`config.mk`:
```
export PLATFORM = sky130hd
export DESIGN_NAME = tlbMatch
export DESIGN_NICKNAME = d
export VERILOG_FILES = /design/src/hdl/mmuPkg.sv /design/src/hdl/tlbMatch.sv
export SDC_FILE = /design/constraint.sdc
export NUM_CORES = 2
export LEC_CHECK = 0
export BUFFER_PORTS_ARGS = -buffer_cell sky130_fd_sc_hd__buf_2
export CORE_AREA = 2 2 578 580
export DETAILED_ROUTE_END_ITERATION = 10
export DIE_AREA = 0 0 580 582
export SYNTH_ARGS = -nofsm -noshare
export SYNTH_HDL_FRONTEND = slang
export SYNTH_SLANG_ARGS = --single-unit
```
`constraint.sdc`:
```
create_clock -name vclk -period 10.3
set_clock_uncertainty 0.2 [all_clocks]
set_input_delay 0 -clock vclk [all_inputs]
set_output_delay 0 -clock vclk [all_outputs]
set_load 0.05 [all_outputs]
```
`src/hdl/mmuPkg.sv`:
```
package mmuPkg;

    localparam int PALEN = 32;
    localparam int VALEN = 32;
    localparam int PAGE_OFS = 12;

    localparam logic [8:0] ADEF = 9'h000; // fetch address error
    localparam logic [8:0] ADEM = 9'h001; // load/store address error

    typedef enum logic [1:0] {
        FETCH = 2'd0,
        LOAD  = 2'd1,
        STORE = 2'd2
    } memOpE;

    typedef enum logic [4:0] {
        TLBSRCH = 5'd1,
        TLBRD   = 5'd2,
        TLBWR   = 5'd3,
        TLBFILL = 5'd4,
        INVTLB  = 5'd5
    } tlbOpE;

    typedef enum logic [3:0] {
        PRIV_MMU = 4'd10,
        MMU      = 4'd11
    } instrClassE;

    typedef enum logic [5:0] {
        NONE = 6'h00,
        PIL  = 6'h01,
        PIS  = 6'h02,
        PIF  = 6'h03,
        PME  = 6'h04,
        PPI  = 6'h07,
        ADE  = 6'h08,
        TLBR = 6'h3f
    } excpCodeE;

    typedef struct packed {
        logic       valid;
        logic [8:0] subcode;
        excpCodeE   code;
    } excpT;

    typedef struct packed {
        logic [1:0] datm;
        logic [1:0] datf;
        logic       pg;
        logic       da;
        logic       ie;
        logic [1:0] plv;
    } crmdT;

    typedef struct packed {
        logic [2:0]  vseg;
        logic        rsv0;
        logic [2:0]  pseg;
        logic [18:0] rsv1;
        logic [1:0]  mat;
        logic        plv3;
        logic [1:0]  rsv2;
        logic        plv0;
    } dmwT;

    typedef struct packed {
        logic [PALEN-PAGE_OFS-1:0] ppn;
        logic [1:0]                plv;
        logic [1:0]                mat;
        logic                      d;
        logic                      v;
    } tlbPageT;

    typedef struct packed {
        logic                      e;
        logic [VALEN-PAGE_OFS-2:0] vppn; // vaddr[31:13]
        logic [5:0]                ps;
        logic                      g;
        logic [9:0]                asid;
        tlbPageT                   even;
        tlbPageT                   odd;
    } tlbEntryT;

    typedef struct packed {
        logic [31:0] tlbidx;
        logic [31:0] tlbehi;
        logic [31:0] tlbelo0;
        logic [31:0] tlbelo1;
        logic [9:0]  asid;
    } csrSetT;

    typedef struct packed {
        instrClassE cls;
        tlbOpE      sub;
        logic [4:0] invOp;
        logic [9:0] rjAsid;
    } tlbCmdT;

    typedef struct packed {
        logic [VALEN-1:0] vaddr;
        memOpE            op;
        logic             valid;
    } transReqT;

    typedef struct packed {
        logic [PALEN-1:0] paddr;
        excpT             excp;
        logic [1:0]       memtype;
    } transRespT;

endpackage

```
`src/hdl/tlbMatch.sv`:
```
`timescale 1ns/1ps

module tlbMatch #(
    parameter int idxW = 4
) (
    input  mmuPkg::tlbEntryT [(1<<idxW)-1:0]    entries,
    input  logic [mmuPkg::VALEN-1:0]            vaddr,
    input  logic [9:0]                          asid,
    output logic                                hit,
    output logic [idxW-1:0]                     idx,
    output mmuPkg::tlbPageT                     page,
    output logic [5:0]                          ps
);

    import mmuPkg::*;

    localparam int nEntry = 1 << idxW;

    logic [nEntry-1:0] entMatch;
    logic [VALEN-1:0]  vaddrShift;

    always_comb
    begin
        idx = '0;
        for (int i = 0; i < nEntry; i++)
        begin
            // compare vaddr[31:ps+1] against the stored vppn
            entMatch[i] = entries[i].e
                && (entries[i].g || entries[i].asid == asid)
                && (({entries[i].vppn, {PAGE_OFS{1'b0}}} >> entries[i].ps)
                    == (vaddr[VALEN-1:1] >> entries[i].ps));
            if (entMatch[i])
                idx = idxW'(i); // highest index wins
        end
    end

    assign hit = |entMatch;
    assign ps = entries[idx].ps;
    assign vaddrShift = vaddr >> ps;
    assign page = vaddrShift[0] ? entries[idx].odd : entries[idx].even; // odd/even half

endmodule

```
---- Word-level counts from Yosys, hierarchy flattened ----
Cells that the tools add are included.
operators by class
  $add $sub $neg .......................... 0
  multipliers ............................. 0
  divide/modulo/power cells ............... 0
  $lt $le $gt $ge ......................... 1
  equality and inequality tests ........... 32
  shift-type cells ........................ 33
  muxes and demuxes ....................... 18
  bitwise operators ....................... 0
  reductions and logical operators ........ 49
operators with widths
  cell                                                                  number
  31-bit by 6-bit right shift with 31-bit output                        32
  31-bit == test                                                        16
  89-bit binary-select mux with 4-bit select                            1
  10-bit == test                                                        16
  69-bit two-way mux                                                    1
  4-bit two-way mux                                                     14
  1-bit logical AND                                                     32
  32-bit by 6-bit right shift with 1-bit output                         1
  26-bit two-way mux                                                    1
  1-bit logical OR                                                      16
  16-bit OR reduction                                                   1
  4-bit by 5-bit < comparator with 1-bit output, second input constant  1
  1-bit two-way mux                                                     1
word-level totals
  flip-flop bits (word level) ............. 0
  bits in latches ......................... 0
  bits in writable memories ............... 0
  memory bits (read-only) ................. 0
  input bits .............................. 1466
  output and inout bits ................... 37
  word-level logic and storage cells ...... 133
  memories kept ........................... 0

---- Longest topological paths before layout ----
  word-level depth ........................ 23
  depth in mapped cells ................... 29

---- Worst setup path after synthesis ----
Ideal clock, no wire load.
  path type ............................... input to output
  from .................................... input vaddr[30] (netlist name)
  to ...................................... output page[17] (netlist name)
  data arrival time ....................... 6707 ps
  required time ........................... 10100 ps
  setup slack ............................. 3393 ps
  cell stages on the path ................. 24
  buffers on the path ..................... 6
  path through ............................ buf_2 buf_2 buf_2 xor2_1 or4_1 o211ai_1 nand2_1 or3b_1 nand4b_1 a31oi_1 nor2b_1 o211a_1 o21ai_1 a41oi_2 nor2_2 buf_6 mux4_2 o21ai_1 o32ai_1 a211oi_4 buf_4 buf_4 mux2i_1 o221ai_1
RTL lines
  what         line            text
  from (decl)  tlbMatch.sv:7   input logic [mmuPkg::VALEN-1:0] vaddr,
  to (decl)    tlbMatch.sv:11  output mmuPkg::tlbPageT page,

==> run metrics <==
outcome=completed; synth unique cells=97; Hold EP=hit; min Tclk post-route=9.58 ns; sequential area share after synthesis=0%; post-synthesis instance total=3921; P&R area growth vs syn=46.5%; Setup crit start kind=input port; starting density of the core=8.39%; Synth Area in XOR/XNOR=16.6%; Avg Cell Area, Syn=7.10 um^2; layout cell share with drive strength beyond 1=35.6%; initial antenna violation count=464; largest family of logic cells by synthesized area=multiplexers; final WL=344000 um; Die ar.=338000 um^2; Post-synth top cells=582 x mux2i_1, 488 x nand2_1, 311 x xnor2_1; Critical Path AT=9.38 ns; hold depth=4; via count=40100; fin crit share=93.0%; hold_sp=entries[88]; leading post-synthesis cells by cell area=mux2i_1 21%, xnor2_1 9.8%, mux4_2 6.9%; grt ovf=0; largest net degree at the start of global routing=101; number of flip-flops and latches=0; achievable frequency=104 MHz; # clk buffers=0; core area=332000 um^2; unrepaired setup endpoints after global routing=false; Max-slew headroom=13.0%; syn nets=5387; dpl cells=9558; DRC Markers=0; Worst Max-Slew Pin Slew=1.29 ns; sequential cell area=0 um^2; Critical Path Sink Type=primary output; port bufs=1503; Pre-antenna DRT Iters=6; HP Class=in -> out; io pins=1503; first-pass GRT wire length=422000 um; cell taking the most area after synthesis=mux2i_1; Ys Warns=0; fill count=38800; DR WL/cell=35.6 um; postcts setup bufs=0; number of placement rows=212; Finished Layout Cells=9668; GRT Total Usage=19.3%; final setup TNS=0 ns; WHS=0.457 ns; GP Congestion=1.03; WS Path Type=in -> out; MaxCap Viol Count=0; DP Wirelength=310000 um; Worst Path Required=10.10 ns; Mapped Area=27800 um^2; Die Ht=582 um; initial DRC count=4037; area share of the largest cell type after synthesis=20.9%; CTS-repair resized insts=0; post-route ant nets=0; Vias/cell=4.15; nets=6639; Final Setup Violations=0; complex-gate fraction of the synthesized area=25.8%; fin. max-slew vios=0; adder-cell area share of the yosys netlist=0.0360%; top-count cell post-synth=mux2i_1; Synth Area in Simple Gates=19.3%; Die X=580 um; final hold vios=0; post-synthesis mux area share=31.5%; CP Max Fanout=42; Hold Buf Count CTS=0; vias in the first global route=36700
==> layer usage <==
metal  up-vias  GRT usage (%)  routed length [um]
met5         -              0                 368
met4        56           7.80               20000
met3      1036           3.52               24900
met2      3116           36.5              177000
met1     18700           21.0              122000
li1      17200              -                   -
==> through the flow <==
step | utilization (%) | setup WS (ns) | instance area [um^2]
after global routing | 12.3 | 0.414 | 40700
after floorplan | - | 3.39 | 27800
after detailed placement | 12.2 | 0.748 | 40500
final | 12.3 | 0.721 | 40800
after CTS | 12.2 | 0.717 | 40500
after global placement | 12.2 | 0.551 | 40500
==> worst max-delay path, stage by stage <==
cell      delay [ns]
buf_2           0.58
xor2_1          0.15
nor4_1          0.79
o21a_1          0.38
o21ai_0         0.14
a211o_1         0.24
o31ai_1         0.89
and4b_1         0.42
o311ai_4        0.57
buf_4           0.43
mux2i_1         0.12
mux2i_1         0.25
o22ai_1         0.22
nor2_2          0.55
mux4_2          0.59
o21ai_1         0.17
o32ai_1         0.15
a211oi_4        0.26
buf_12          0.24
buf_12          0.30
mux2i_1         0.79
o22a_1          0.24
o221ai_1        0.34
buf_4           0.38
==> cells in the final DEF, fill, tap and decap left out, drive strengths merged, types with 43 or more instances in the layout <==
| cell | count |
|---|---|
| nand3 | 72 |
| inv | 70 |
| nand4 | 43 |
| mux4 | 85 |
| a21boi | 83 |
| a211oi | 55 |
| mux2i | 582 |
| xnor2 | 314 |
| nor3 | 71 |
| o21ai | 160 |
| nor2 | 235 |
| mux2 | 92 |
| buf | 1617 |
| xor2 | 210 |
| diode | 110 |
| a21oi | 254 |
| o211ai | 44 |
| nand2 | 488 |
==> worst max path at each step <==
stage	from	endpoint	slack [ns]	cells after the start
2_1_floorplan	vaddr[30]	page[17]	3.39	24
3_3_place_gp	asid[4]	page[1]	0.55	24
3_5_place_dp	asid[4]	page[15]	0.75	24
4_1_cts	asid[4]	page[15]	0.72	24
5_1_grt	asid[4]	page[23]	0.41	24
6_report	asid[4]	page[23]	0.72	24
==> area by class of cell <==
class | instances | area (um^2) | area share (%)
Multi-Input combinational cell | 3474 | 26000 | 63.8
Timing Repair Buffer | 1617 | 8700 | 21.3
Tap cell | 4387 | 5490 | 13.5
Inverter | 80 | 308 | 0.755
Antenna cell | 110 | 275 | 0.675
==> cell families (layout without fill, tap and decap cells) <==
family          after synthesis  count (layout)
compound gates             1044            1044
mux                         759             759
xor+xnor                    524             524
simple gates               1146            1146
other cells                   0             110
fa+ha+maj                     1               1
buf+inv                     447            1697
