### src/hdl/mmuPkg.sv
package mmuPkg;

    localparam int PALEN = 32;
    localparam int VALEN = 32;
    localparam int PAGE_OFS = 12;

    localparam logic [8:0] ADEF = 9'h000; // fetch address error
    localparam logic [8:0] ADEM = 9'h001; // load/store address error

    typedef enum logic [1:0] {
        FETCH = 2'd0,
        LOAD  = 2'd1,
        STORE = 2'd2
    } memOpE;

    typedef enum logic [4:0] {
        TLBSRCH = 5'd1,
        TLBRD   = 5'd2,
        TLBWR   = 5'd3,
        TLBFILL = 5'd4,
        INVTLB  = 5'd5
    } tlbOpE;

    typedef enum logic [3:0] {
        PRIV_MMU = 4'd10,
        MMU      = 4'd11
    } instrClassE;

    typedef enum logic [5:0] {
        NONE = 6'h00,
        PIL  = 6'h01,
        PIS  = 6'h02,
        PIF  = 6'h03,
        PME  = 6'h04,
        PPI  = 6'h07,
        ADE  = 6'h08,
        TLBR = 6'h3f
    } excpCodeE;

    typedef struct packed {
        logic       valid;
        logic [8:0] subcode;
        excpCodeE   code;
    } excpT;

    typedef struct packed {
        logic [1:0] datm;
        logic [1:0] datf;
        logic       pg;
        logic       da;
        logic       ie;
        logic [1:0] plv;
    } crmdT;

    typedef struct packed {
        logic [2:0]  vseg;
        logic        rsv0;
        logic [2:0]  pseg;
        logic [18:0] rsv1;
        logic [1:0]  mat;
        logic        plv3;
        logic [1:0]  rsv2;
        logic        plv0;
    } dmwT;

    typedef struct packed {
        logic [PALEN-PAGE_OFS-1:0] ppn;
        logic [1:0]                plv;
        logic [1:0]                mat;
        logic                      d;
        logic                      v;
    } tlbPageT;

    typedef struct packed {
        logic                      e;
        logic [VALEN-PAGE_OFS-2:0] vppn; // vaddr[31:13]
        logic [5:0]                ps;
        logic                      g;
        logic [9:0]                asid;
        tlbPageT                   even;
        tlbPageT                   odd;
    } tlbEntryT;

    typedef struct packed {
        logic [31:0] tlbidx;
        logic [31:0] tlbehi;
        logic [31:0] tlbelo0;
        logic [31:0] tlbelo1;
        logic [9:0]  asid;
    } csrSetT;

    typedef struct packed {
        instrClassE cls;
        tlbOpE      sub;
        logic [4:0] invOp;
        logic [9:0] rjAsid;
    } tlbCmdT;

    typedef struct packed {
        logic [VALEN-1:0] vaddr;
        memOpE            op;
        logic             valid;
    } transReqT;

    typedef struct packed {
        logic [PALEN-1:0] paddr;
        excpT             excp;
        logic [1:0]       memtype;
    } transRespT;

endpackage

### src/hdl/tlbArray.sv
`timescale 1ns/1ps

module tlbArray #(
    parameter int idxW = 4
) (
    input  logic                                clk,
    input  logic                                rst,
    input  logic                                wrEn,
    input  logic [idxW-1:0]                     wrIdx,
    input  mmuPkg::tlbEntryT                    wrEntry,
    input  logic                                invEn,
    input  logic [4:0]                          invOp,
    input  logic [9:0]                          invAsid,
    output mmuPkg::tlbEntryT [(1<<idxW)-1:0]    entries
);

    localparam int nEntry = 1 << idxW;

    logic [nEntry-1:0] invHit;

    // per entry invalidate select
    always_comb
    begin
        for (int i = 0; i < nEntry; i++)
        begin
            case (invOp)
                5'd0, 5'd1:
                    invHit[i] = 1'b1;
                5'd2:
                    invHit[i] = entries[i].g; // global only
                5'd3:
                    invHit[i] = !entries[i].g; // non-global only
                5'd4:
                    invHit[i] = !entries[i].g && entries[i].asid == invAsid;
                default:
                    invHit[i] = 1'b0;
            endcase
        end
    end

    always_ff @(posedge clk)
    begin
        if (rst)
        begin
            entries <= '0;
        end
        else
        begin
            for (int i = 0; i < nEntry; i++)
            begin
                if (wrEn && wrIdx == idxW'(i))
                begin
                    entries[i] <= wrEntry;
                end
                else if (invEn && invHit[i])
                begin
                    entries[i].e <= 1'b0; // rest of entry kept
                end
            end
        end
    end

endmodule

### config.mk
export PLATFORM = sky130hd
export DESIGN_NAME = tlbArray
export DESIGN_NICKNAME = d
export VERILOG_FILES = /design/src/hdl/mmuPkg.sv /design/src/hdl/tlbArray.sv
export SDC_FILE = /design/constraint.sdc
export NUM_CORES = 2
export LEC_CHECK = 0
export ABC_CLOCK_PERIOD_IN_PS = 1800
export BUFFER_PORTS_ARGS = -buffer_cell sky130_fd_sc_hd__buf_2
export CAP_MARGIN = 0
export CORE_AREA = 4 4 598 600
export DETAILED_ROUTE_END_ITERATION = 10
export DIE_AREA = 0 0 602 604
export GPL_ROUTABILITY_DRIVEN = 1
export SYNTH_ARGS = -nofsm -noshare
export SYNTH_HDL_FRONTEND = slang
export SYNTH_SLANG_ARGS = --single-unit
### constraint.sdc
create_clock -name clk -period 1.8 [get_ports clk]
set_input_delay 0.27 -clock clk [delete_from_list [all_inputs] [get_ports clk]]
set_output_delay 0.27 -clock clk [all_outputs]
set_load 0.02 [all_outputs]
After elaboration in Yosys (flattened, before gate mapping)

Cells that the tools add are included.

Register bits: 1424
Input port bits: 112
Output and inout port bits: 1424
Word-level logic and storage cells: 406

Equal/unequal tests: 35
Multiplexer cells: 48
Reductions and logical operators: 83

Operator list:

| operator           | count |
|---|---|
| $eq 10x10->1       | 16 |
| $pmux 1 s4         | 16 |
| $logic_and 1x1->1  | 48 |
| $eq 4x4->1 const B | 8 |
| $mux 1             | 32 |
| $reduce_bool 2->1  | 16 |
| $eq 4x3->1 const B | 4 |
| $logic_not 1->1    | 16 |
| $eq 5x2->1 const B | 2 |
| $eq 4x2->1 const B | 2 |
| $eq 5x1->1 const B | 1 |
| $eq 5x3->1 const B | 1 |
| $logic_not 5->1    | 1 |
| $eq 4x1->1 const B | 1 |
| $logic_not 4->1    | 1 |
| $reduce_or 2->1    | 1 |

Logic depth before layout (Yosys ltp)

Word-level depth: 6
Depth in mapped cells: 8

Worst setup path after synthesis

No wires, ideal clock.

Path type: input to register
From: input port wrIdx[3]
To: register entries[333] in the netlist's numbering
Setup time: 70 ps
Arrival time: 1517 ps
Slack: 212 ps
Stages on the path: 8
Buffers on the path: 4
Cell sequence: buf_2 or3b_1 buf_6 nor2_8 buf_6 buf_6 nand2_1 a21oi_1

Longest elaborated chain between the ends: 2

RTL lines:

| what                          | line           | source |
|---|---|---|
| start, declared               | tlbArray.sv:9  | `input logic [idxW-1:0] wrIdx,` |
| $eq 4x2->1                    | tlbArray.sv:51 | `if (wrEn && wrIdx == idxW'(i))` |
| $logic_and 1x1->1             | tlbArray.sv:51 |  |
| end signal, assigned by index | tlbArray.sv:53 | `entries[i] <= wrEntry;` |
| end, declared                 | tlbArray.sv:14 | `output mmuPkg::tlbEntryT [(1<<idxW)-1:0] entries` |

No other way between the ends.
A chain may end at the register's enable or synchronous reset.

Worst setup path in the final report

From: register entries[53] in the netlist's numbering
To: output port entries[53] in the netlist's numbering

No word-level cell between the ends.

==> summary.md <==
| Metric | Value |
|---|---|
| Asr flop ratio synth | 0% |
| Logic pwr share | between 8 and 9% |
| Vias/cell | ~4.1 |
| Initial Utilization | between 10% and 20% |
| Finished Layout Cells | 13100 |
| Post-DP Area | 68500 um^2 |
| Clock Tree Buf Depth | 4 |
| Synth top cells by count | nand2_1, dfxtp_1, a21oi_1 |
| Clk pin slew, worst setup/hold paths | 0.06 ns |
| CTS tree | yes |
| Crit path launch type | register |
| Max frequency | 0.577 GHz |
| Fin area | 75900 um^2 |
| WL final | 323 mm |
| GPL Wtd Cong | 0.842 |
| Vias in the first global route | slightly below 50000 |
| Min Tclk post-route | roughly 1.7 ns |
| # setup viols final | 0 |
| Number of synthesized flops with an enable pin | 0 |
| Worst VDD drop | 731 uV |
| Biggest area consumer among synthesized cells | dfxtp_1 |
| P per Cell Area | 966 nW/um^2 |
| Synth warn | 0 |
| Net Sw Frac | 26.9% |
| Tot GR Track Use | 16.7% |
| RSZ-0062 raised after global routing | true |
| Fillers | between 30000 and 40000 |
| Max Cap Viol | 0 |
| Internal | 0.0536 W |
| Clk sink count | 1424 |
| TritonCTS Buffers | 169 |
| Post-placement cell count | approximately 13000 |
| H-tree Lvls | 4 |
| First-pass GRT wire length | 425 mm |
| Top reg by flops | entries |
| Worst EP required | ~1.5 ns |
| Via count | 53700 |
| Top cell type's share of synthesized area | 55.2% |
| Root buf cell | clkbuf_16 |
| Final hold viol count | 0 |
| Skew final | 0.0786 ns |
| Clock latency on the worst-skew pair | approximately 0.85 ns |
| Worst EP arrival | ~1.5 ns |
| Die ar. | 364000 um^2 |
| Average cell area after synthesis | slightly below 8 um^2 |
| Hold WS | 0.128 ns |
| Ports | 1536 |
| Fraction of layout cells with a size suffix above 1 | 27.8% |
| Antenna Violating Nets Remaining | 0 |
| Drt pass-1 iters | 6 |
| Most frequent cell after synthesis | nand2_1 |
| Netlist cell types | 38 |
| Slew @ Worst Pin | 0.795 ns |
| Max reg flops | around 1400 |
| IO buf count | approximately 1500 |
| Synth Cell Area | 51700 um^2 |
| P_sw | 0.0197 W |
| Largest net degree at the start of global routing | 99 |
| # rows | 218 |
| DRC Markers | 0 |
| Final critical-path share of the clock period | 96.2% |
| Biggest regs | entries (1424) |
| Nets | 8349 |
| Final Max Slew Viols | 0 |
| Min-delay worst type | input port to register |
| Sequential share of power | 43.9% |
| Synth Flop Type | dfxtp_1 |
| Seq/Total Area, Yosys | a little under three fifths |
| Layout Utilization | 21.5% |
| Syn-to-layout area delta | 46.8% |
| Pleak | 29.8 nW |
| Die Span Y | 604 um |
| Initial antenna violation count | 42 |
| Post-Syn Nets | 6782 |
| Clk pwr share | 47.4% |
| Synth Instances | 6670 |
| Relative max-transition margin | 46.8% |
| FF+latch count, synth | 1424 |
| CP max FO | 2 |
| Dpl hpwl | 238 mm |
| Worst setup EP type | output pin |
| Core area | 352000 um^2 |
| GR Overflow Total | 0 |
| Die Wd | 602 um |
| Synth area leaders | dfxtp_1, nand2_1, a21oi_1 |
| WS Path Type | register to output pin |
| Status | finished, final reports clean |
| Drt wl/cell | 24.6 um |
| Iter 0 DRT Violations | 5712 |
-- path summary, 6_finish.rpt --
| check | depth (start not counted) | to | from | slack (ns) |
|---|---|---|---|---|
| worst max-delay path | 2 | entries[53] | entries[53] | 0.07 |
| worst min-delay path | 6 | entries[533] | invAsid[9] | 0.13 |
| worst max register to register | 6 | entries[88] | entries[53] | 0.18 |
| worst min register to register | 2 | entries[445] | entries[445] | 0.45 |
-- metal layers --
metal | wire [um] | global-route usage (%) | up-vias | part of all wire (%)
met1 | 125000 | 19.9 | 25700 | 39
li1 | - | - | 24500 | -
met2 | 153000 | 27.8 | 2854 | 47
met4 | 19000 | 9.04 | 2 | 5.9
met3 | 26600 | 3.94 | 621 | 8.2
met5 | 13 | 0 | - | 0.0040
-- cell families (layout without fill, tap and decap cells) --
| family | count (synthesis) | after routing | synth area share [%] |
|---|---|---|---|
| AO/OA/AOI/OAI | 1475 | 1475 | 14.6 |
| XOR/XNOR | 161 | 161 | 2.73 |
| buffers and inverters | 663 | 2359 | 5.42 |
| flip-flops | 1424 | 1424 | 55.2 |
| multiplexers | 1 | 1 | 0.0194 |
| other | 0 | 22 | 0 |
| AND/OR/NAND/NOR | 2946 | 2946 | 22.0 |
-- power groups by stage --
stage          sequential, W  clock [W]  combinational (W)
3_5_place_dp          0.0329          0            0.00617
5_1_grt               0.0322     0.0367            0.00657
3_3_place_gp          0.0328          0            0.00616
4_1_cts               0.0322     0.0355            0.00640
2_1_floorplan         0.0333          0            0.00196
6_report              0.0322     0.0347            0.00634
-- metrics by stage --
step	worst slack, ns	total power, W	TNS (ns)
5_1_grt	-0.0620	0.0755	-0.0621
4_1_cts	-0.107	0.0740	-0.173
6_report	0.0679	0.0732	0
2_1_floorplan	0.212	0.0353	0
3_3_place_gp	-1.07	0.0390	-21.28
3_5_place_dp	-1.05	0.0390	-25.64
-- cell type report --
cell class / count / area [um^2] / share of cell area [%]
tap: 4730 / 5920 / 7.80
inverter: 2 / 7.51 / 0.00990
clock buffer: 241 / 4800 / 6.33
timing repair buffer: 2057 / 15100 / 20.0
sequential: 1424 / 28600 / 37.7
antenna: 22 / 55.1 / 0.0726
clock inverter: 59 / 742 / 0.978
multi-input combinational: 4583 / 20600 / 27.1
-- cell usage in the layout (no fill, tap or decap), types with 5 or more instances in the layout --
cell and n:
a21boi_0 15, a21oi_1 1409, buf_12 217, buf_2 1369, buf_4 336, buf_6 36, buf_8 7, bufinv_16 7
clkbuf_1 42, clkbuf_16 169, clkbuf_8 30, clkinv_2 19, clkinvlp_4 9, dfxtp_1 1362, dfxtp_2 52, dfxtp_4 10
diode_2 22, dlygate4sd3_1 92, inv_6 5, nand2_1 2832, nand2_4 12, nand3_1 15, nand4_1 32, nor2_4 12
nor4_1 14, o21ai_0 17, o31ai_1 15, o32a_1 15, xnor2_1 157
-- worst max-delay path, cell delays in order (launching register included) --
cell	delay, ns
dfxtp_2	0.33
buf_6	0.12
buf_12	0.15
-- what timing repair did --
action / 4_1_cts / 5_1_grt
setup endpoints to repair: 173 / 9
hold endpoints to repair: 1353 / 0
gates cloned: 0 / 0
setup buffers: 7 / 1
hold buffers: 92 / 0
gates resized for setup: 290 / 9
No activity file was read; power rests on OpenSTA's default activity.
