$ cat src/hdl/mmuPkg.sv
package mmuPkg;

    localparam int PALEN = 32;
    localparam int VALEN = 32;
    localparam int PAGE_OFS = 12;

    localparam logic [8:0] ADEF = 9'h000; // fetch address error
    localparam logic [8:0] ADEM = 9'h001; // load/store address error

    typedef enum logic [1:0] {
        FETCH = 2'd0,
        LOAD  = 2'd1,
        STORE = 2'd2
    } memOpE;

    typedef enum logic [4:0] {
        TLBSRCH = 5'd1,
        TLBRD   = 5'd2,
        TLBWR   = 5'd3,
        TLBFILL = 5'd4,
        INVTLB  = 5'd5
    } tlbOpE;

    typedef enum logic [3:0] {
        PRIV_MMU = 4'd10,
        MMU      = 4'd11
    } instrClassE;

    typedef enum logic [5:0] {
        NONE = 6'h00,
        PIL  = 6'h01,
        PIS  = 6'h02,
        PIF  = 6'h03,
        PME  = 6'h04,
        PPI  = 6'h07,
        ADE  = 6'h08,
        TLBR = 6'h3f
    } excpCodeE;

    typedef struct packed {
        logic       valid;
        logic [8:0] subcode;
        excpCodeE   code;
    } excpT;

    typedef struct packed {
        logic [1:0] datm;
        logic [1:0] datf;
        logic       pg;
        logic       da;
        logic       ie;
        logic [1:0] plv;
    } crmdT;

    typedef struct packed {
        logic [2:0]  vseg;
        logic        rsv0;
        logic [2:0]  pseg;
        logic [18:0] rsv1;
        logic [1:0]  mat;
        logic        plv3;
        logic [1:0]  rsv2;
        logic        plv0;
    } dmwT;

    typedef struct packed {
        logic [PALEN-PAGE_OFS-1:0] ppn;
        logic [1:0]                plv;
        logic [1:0]                mat;
        logic                      d;
        logic                      v;
    } tlbPageT;

    typedef struct packed {
        logic                      e;
        logic [VALEN-PAGE_OFS-2:0] vppn; // vaddr[31:13]
        logic [5:0]                ps;
        logic                      g;
        logic [9:0]                asid;
        tlbPageT                   even;
        tlbPageT                   odd;
    } tlbEntryT;

    typedef struct packed {
        logic [31:0] tlbidx;
        logic [31:0] tlbehi;
        logic [31:0] tlbelo0;
        logic [31:0] tlbelo1;
        logic [9:0]  asid;
    } csrSetT;

    typedef struct packed {
        instrClassE cls;
        tlbOpE      sub;
        logic [4:0] invOp;
        logic [9:0] rjAsid;
    } tlbCmdT;

    typedef struct packed {
        logic [VALEN-1:0] vaddr;
        memOpE            op;
        logic             valid;
    } transReqT;

    typedef struct packed {
        logic [PALEN-1:0] paddr;
        excpT             excp;
        logic [1:0]       memtype;
    } transRespT;

endpackage

$ cat src/hdl/tlbCsrUnit.sv
`timescale 1ns/1ps

module tlbCsrUnit #(
    parameter int idxW = 4
) (
    input  logic                                clk,
    input  logic                                rst,
    input  mmuPkg::tlbCmdT                      cmd,
    input  mmuPkg::csrSetT                      csrIn,
    input  logic                                stallW,
    input  logic                                flushW,
    input  mmuPkg::tlbEntryT [(1<<idxW)-1:0]    entries,
    input  logic                                srchHit,
    input  logic [idxW-1:0]                     srchIdx,
    output logic                                wrEn,
    output logic                                invEn,
    output logic [idxW-1:0]                     wrIdx,
    output mmuPkg::tlbEntryT                    wrEntry,
    output logic [4:0]                          invOp,
    output logic [9:0]                          invAsid,
    output mmuPkg::csrSetT                      csrOut
);

    import mmuPkg::*;

    logic     exe;
    tlbEntryT rdEntry;
    csrSetT   csrNext;

    function automatic tlbPageT loToPage(input logic [31:0] elo);
        tlbPageT p;
        p.ppn = elo[PALEN-5:8];
        p.plv = elo[3:2];
        p.mat = elo[5:4];
        p.d = elo[1];
        p.v = elo[0];
        return p;
    endfunction

    function automatic logic [31:0] pageToLo(input tlbPageT p, input logic g);
        logic [31:0] elo;
        elo = '0;
        elo[PALEN-5:8] = p.ppn;
        elo[6:0] = {g, p.mat, p.plv, p.d, p.v};
        return elo;
    endfunction

    assign exe = (cmd.cls == MMU || cmd.cls == PRIV_MMU) && !stallW && !flushW;
    assign wrIdx = csrIn.tlbidx[idxW-1:0]; // also the TLBRD index
    assign rdEntry = entries[wrIdx];
    assign wrEn = exe && (cmd.sub == TLBWR || cmd.sub == TLBFILL);
    assign invEn = exe && cmd.sub == INVTLB;
    assign invOp = cmd.invOp;
    assign invAsid = cmd.rjAsid;

    always_comb
    begin
        wrEntry.e = !csrIn.tlbidx[31]; // NE inverted
        wrEntry.vppn = csrIn.tlbehi[31:13];
        wrEntry.ps = csrIn.tlbidx[29:24];
        wrEntry.g = csrIn.tlbelo0[6] & csrIn.tlbelo1[6];
        wrEntry.asid = csrIn.asid;
        wrEntry.even = loToPage(csrIn.tlbelo0);
        wrEntry.odd = loToPage(csrIn.tlbelo1);
    end

    always_comb
    begin
        csrNext = csrIn;
        if (exe)
        begin
            case (cmd.sub)
                TLBSRCH:
                begin
                    csrNext.tlbidx[31] = !srchHit;
                    if (srchHit)
                        csrNext.tlbidx[idxW-1:0] = srchIdx;
                end
                TLBRD:
                begin
                    if (rdEntry.e)
                    begin
                        csrNext.tlbidx[31] = 1'b0;
                        csrNext.tlbidx[29:24] = rdEntry.ps;
                        csrNext.tlbehi[31:13] = rdEntry.vppn;
                        csrNext.tlbelo0 = pageToLo(rdEntry.even, rdEntry.g);
                        csrNext.tlbelo1 = pageToLo(rdEntry.odd, rdEntry.g);
                        csrNext.asid = rdEntry.asid;
                    end
                    else
                    begin
                        csrNext = '0;
                        csrNext.tlbidx[31] = 1'b1; // empty slot
                    end
                end
                default: ;
            endcase
        end
    end

    always_ff @(posedge clk)
    begin
        if (rst || (flushW && !stallW))
            csrOut <= '0;
        else if (!stallW)
            csrOut <= csrNext;
    end

endmodule

$ cat config.mk
export PLATFORM = sky130hd
export DESIGN_NAME = tlbCsrUnit
export DESIGN_NICKNAME = d
export VERILOG_FILES = /design/src/hdl/mmuPkg.sv /design/src/hdl/tlbCsrUnit.sv
export SDC_FILE = /design/constraint.sdc
export NUM_CORES = 1
export LEC_CHECK = 0
export BUFFER_PORTS_ARGS = -buffer_cell sky130_fd_sc_hd__buf_2
export CAP_MARGIN = 10
export CORE_AREA = 2 2 710 712
export CTS_BUF_LIST = sky130_fd_sc_hd__clkbuf_8
export DETAILED_ROUTE_END_ITERATION = 8
export DIE_AREA = 0 0 712 714
export PLACE_DENSITY_LB_ADDON = 0.12
export SYNTH_ARGS = -nofsm -noshare
export SYNTH_HDL_FRONTEND = slang
export SYNTH_SLANG_ARGS = --single-unit
$ cat constraint.sdc
create_clock -name clk -period 2.31 [get_ports clk]
set_clock_uncertainty 0.1 [all_clocks]
set_input_delay 0 -clock clk [delete_from_list [all_inputs] [get_ports clk]]
set_output_delay 0 -clock clk [all_outputs]
set_load 0.01 [all_outputs]
* Word-level counts from Yosys, hierarchy flattened
Index checks and enable logic that the tools add are counted.
Operators by class: shifts and indexed selects 0, bitwise logic cells 1, muxes and demuxes 15, divide/modulo/power cells 0, multiply operators 0, add/sub/neg operators 0, equality and inequality tests 7, order comparisons 1, reduce and logical (&&, ||, !) cells 12
Operators by type and width (number):
- 89-bit binary-select mux with 4-bit select | 1
- 138-bit two-way mux | 1
- 106-bit two-way mux | 1
- 89-bit two-way mux | 1
- 70-bit two-way mux | 1
- 27-bit two-way mux | 1
- 24-bit two-way mux | 1
- 19-bit two-way mux | 1
- 13-bit two-way mux | 1
- 5-bit by 2-bit equality test with 1-bit output (second input constant) | 2
- 5-bit by 3-bit equality test with 1-bit output (second input constant) | 2
- 4-bit equality test (second input constant) | 2
- 4-bit case mux with 2 select lines | 1
- 6-bit two-way mux | 1
- 5-bit by 1-bit equality test with 1-bit output (second input constant) | 1
- 1-bit logical AND | 5
- 4-bit by 5-bit < comparator with 1-bit output (second input constant) | 1
- 1-bit zero test | 4
- 4-bit two-way mux | 1
- 1-bit logical OR | 3
- 1-bit two-way mux | 2
- 1-bit case mux with 2 select lines | 1
- 1-bit AND | 1
Word-level totals: latch bits 0, RAM bits 0, memories kept 0, bits in read-only memories 0, bits in registers 138

* Longest topological paths before layout
depth after elaboration 5, depth in mapped cells 9, mapped depth without buffers 5

* Worst setup path after synthesis
OpenSTA, ideal clock, no wires.
kind input to register, from input port csrIn[106] in the netlist's numbering, to register csrOut[84] in the netlist's numbering, slack 0.602 ns, arrival 1.491 ns, cell stages on the path 8, data required time 2.093 ns, path buffers 3, setup time 0.117 ns, cells stage by stage buf_6 mux4_2 nor2b_2 o22ai_2 o21a_1 buf_6 buf_6 a22o_1
On the way: cells in the longest elaborated chain, start to end 5
Ends and longest elaborated chain:
- from (decl) | RTL line tlbCsrUnit.sv:9 | input mmuPkg::csrSetT csrIn,
- 89-bit binary-select mux with 4-bit select | RTL line tlbCsrUnit.sv:50 | assign rdEntry = entries[wrIdx];
- 89-bit two-way mux (not written as such) | RTL line tlbCsrUnit.sv:50
- 13-bit two-way mux | RTL line tlbCsrUnit.sv:81 | if (rdEntry.e)
- 106-bit two-way mux | RTL line tlbCsrUnit.sv:72 | case (cmd.sub)
- 138-bit two-way mux | RTL line tlbCsrUnit.sv:70 | if (exe)
- to (signal assigned) | RTL line tlbCsrUnit.sv:106 | csrOut <= csrNext;
- to (decl) | RTL line tlbCsrUnit.sv:21 | output mmuPkg::csrSetT csrOut
No other way between the ends. The select of a mux whose other input is x is not followed. A chain may end at the register's enable or synchronous reset.

* Worst setup path in the final report
from input port csrIn[106] in the netlist's numbering, to register csrOut[67] in the netlist's numbering
On the way: cells in the longest elaborated chain, start to end 5
Ends and longest elaborated chain (RTL line):
- 89-bit binary-select mux with 4-bit select | tlbCsrUnit.sv:50
- 89-bit two-way mux (not written as such) | tlbCsrUnit.sv:50
- 70-bit two-way mux | tlbCsrUnit.sv:81
- 106-bit two-way mux | tlbCsrUnit.sv:72
- 138-bit two-way mux | tlbCsrUnit.sv:70
No other way between the ends. The select of a mux whose other input is x is not followed.

==> run metrics <==
outcome=finished, violations left; failing checks=negative setup slack; CTS tree=yes; crit path to=csrOut[67]$_SDFFE_PP0N_; via/cell ratio=about 2.7; slowest stage delay, CP=between 500 and 600 ps; Max Root-Sink Buffers=3; number of fill cells=58830; most flop-heavy register=csrOut; # H-tree levels=4; ys flop type=dfxtp_1; post-synth net total=between 3000 and 4000; pwr dens=302.5 nW/um^2; routed vias=between 30000 and 40000; critical path required time=approximately 2800 ps; placed inst area=36170 sq um; clock tree sinks=roughly 140; RR Endpoint=csrOut[5]$_SDFFE_PP0N_; WP depth=10; DRC viols=0; Yosys reg bits=138; Async SR Flop Fraction=0; GP Congestion=0.9050; area grow syn2layout=168.7%; Final nets=6116; Lkg Pwr=around 0.019 uW; max-slew violation count=0; VDD IR max=0.0002645 V; IO buf count=1811; Fmax achieved=412.7 MHz; R2R cell count=4; first-pass GRT wire length=415600 um; number of distinct library cells after synthesis=48; max_cap viols=0; WP data arrival=~2900 ps; Ports=1843; Final Hold Fails=0; Die Wd=712 um; setup TNS=-734.0 ps; reg2reg setup slack=roughly 350 ps; Hold/Removal Path Class=input pin to register; Worst-Skew Late Latency=710 ps; worst r2r src=csrOut[5]$_SDFFE_PP0N_; fin crit share=1.049; Synth Instances=approximately 1700; first-iteration detailed-routing DRC count=1940; crit-path leading delay family=buffers and inverters; crit end category=register; post-route cell area=46610 sq um; WL/cell=around 31 um; GRT Overall Usage=0.1309; crit path launch=csrIn[106]; Core Box Area=500300 sq um; Critical Path Start Type=input pin; Post-synth EDFFs=0; worst-path cell chain=buf_8, buf_12, buf_16, buf_12, mux4_2, dlygate4sd3_1, a22oi_1, dlygate4sd3_1, o21a_1, o21ai_0; Slew HR=0.3058; Clock transition at path regs=roughly 120 ps; Synth Warn #=0; Final min period=2423 ps; RSZ-0062 raised after global routing=yes; CP Max Fanout=16; Final Util=0.09315; total congestion overflow=0; die area=just over 500000 sq um; die height=714 um; Least-Margin Pin Slew=1041 ps; Hold Slack=about 140 ps; layout cell share with drive strength beyond 1=0.5331; Core Rows=260; initial antenna violation count=402; critical path class=input pin to register; register area share after synthesis=0.1593; biggest regs=csrOut (138); CP Buf/Inv Count=6; syn_area_per_cell=9.998 sq um; Post-Syn Area=17350 sq um; post-route antenna net violation count=0; detailed placement HPWL=a little over 300000 um; max FFs per register=138; largest net degree at the start of global routing=70; Crit-path slowest cell=dlygate4sd3_1; Root Driver=clkbuf_8; Initial Utilization=0.03467; total CTS buffers=21; DR pass1 iterations=6; Setup WS post-layout=-112.9 ps; Routed WL=347600 um; number of global-route vias before repair=31300; final setup vio count=19
==> metrics by stage <==
| stage | power (uW) | worst slack (ps) | instances |
|---|---|---|---|
| floorplan | 5037 | 601.8 | 1735 |
| CTS | 14740 | 17.44 | 11210 |
| finish | 14100 | -112.9 | 11350 |
| global route | 15020 | -71.37 | 11260 |
| global placement | 9552 | -560.1 | 10230 |
| detailed placement | 9532 | -522.5 | 10230 |
==> worst reg2reg max path, delay by kind of cell, from the launching register on <==
| family | cells | cell delay, ps |
|---|---|---|
| buffers and inverters | 2 | 1140 |
| flip-flops | 1 | 380 |
| AO/OA/AOI/OAI | 2 | 240 |
==> what timing repair did <==
item / in CTS / in global routing
hold buffers: 941 / 0
gates resized for setup: 0 / 40
setup buffers: 0 / 8
hold endpoints to repair: 153 / 0
endpoints found under the setup margin: 0 / 38
==> report_power, final <==
part | internal (uW) | switching (uW) | leakage (uW) | total [uW]
logic | 4210 | 4190 | 0.0178 | 8390
clock network | 1130 | 1970 | 0.000217 | 3100
registers | 2510 | 97.7 | 0.00113 | 2610
total | 7840 | 6260 | 0.0191 | 14100
==> cell usage after synthesis, types with 2 or more instances <==
cell       count  share of area
a2111oi_0      3         0.0015
a211oi_1       2        0.00087
a21oi_1       15         0.0043
a221oi_1     160          0.081
a22o_1        34          0.017
a22oi_1      157          0.068
and2_1         2        0.00072
and3_1         2        0.00072
buf_1         12         0.0026
buf_2         45          0.013
buf_4        123          0.053
buf_6         15         0.0097
clkbuf_1     104          0.023
dfxtp_1      138           0.16
inv_1          6         0.0013
inv_2          2        0.00043
mux2_2        38          0.025
mux2i_1      314           0.18
mux4_2       180           0.23
nand2_1       21         0.0045
nand2b_1       2        0.00072
nand3_1       11         0.0032
nand3b_1      17         0.0074
nor2_1       111          0.024
nor2b_1        3         0.0011
nor3_1         2        0.00058
o211ai_1       2        0.00087
o21a_1        73          0.032
o21ai_0       85          0.025
o21ai_1       20         0.0058
o221ai_1      19         0.0096
==> worst min-delay path by stage <==
stage | startpoint | end | slack (ps) | depth (start not counted)
after floorplan | csrIn[137] | wrEntry[88] | -60 | 1
after global placement | cmd[9] | invAsid[9] | -100 | 0
after detailed placement | cmd[9] | invAsid[9] | -100 | 0
after CTS | entries[771] | csrOut[7]$_SDFFE_PP0N_ | 0.7 | 8
after global routing | entries[134] | csrOut[63]$_SDFFE_PP0N_ | 60 | 6
final | entries[382] | csrOut[42]$_SDFFE_PP0N_ | 140 | 5
==> cell type report <==
class | count | area [sq um] | area share
clock buffers | 22 | 302.8 | 0.006497
well taps | 6681 | 8359 | 0.1794
multi-input cells | 1290 | 13020 | 0.2794
clock inverters | 10 | 105.1 | 0.002255
flip-flops and latches | 138 | 2763 | 0.05928
repair buffers | 3062 | 21680 | 0.4651
diodes | 137 | 342.8 | 0.007356
inverters | 8 | 35.03 | 0.0007517
==> per-layer routing <==
layer	GRT usage	wire, um	vias to the layer above
li1	-	-	12800
met2	0.2249	166400	1914
met1	0.1491	135900	15030
met4	0.02335	7653	166
met3	0.06061	36620	614
met5	0	1041	-
==> cell usage in the layout (no fill, tap or decap), types with 8 or more instances in the layout <==
cell           count
o221ai_1          12
dlygate4sd3_1    934
a22oi_1          156
buf_12            56
mux2_2            38
nand3b_1          17
dfxtp_1          138
a221oi_2          17
o21ai_0           85
a21oi_1           15
o21ai_1           20
clkbuf_8          22
mux4_2           180
o21a_1            73
nand3_1           11
buf_2           1806
buf_6              8
a221oi_1         143
buf_4            244
diode_2          137
mux2i_1          313
nor2_1           109
a22o_1            34
nand2_1           20
==> logic make-up after synthesis <==
family / synth area share
AOI/OAI and AO/OA: 0.2480
DFF: 0.1593
buffers and inverters: 0.1028
muxes: 0.4396
and+or+nand+nor: 0.05042
(Power assumes the default switching activity.)
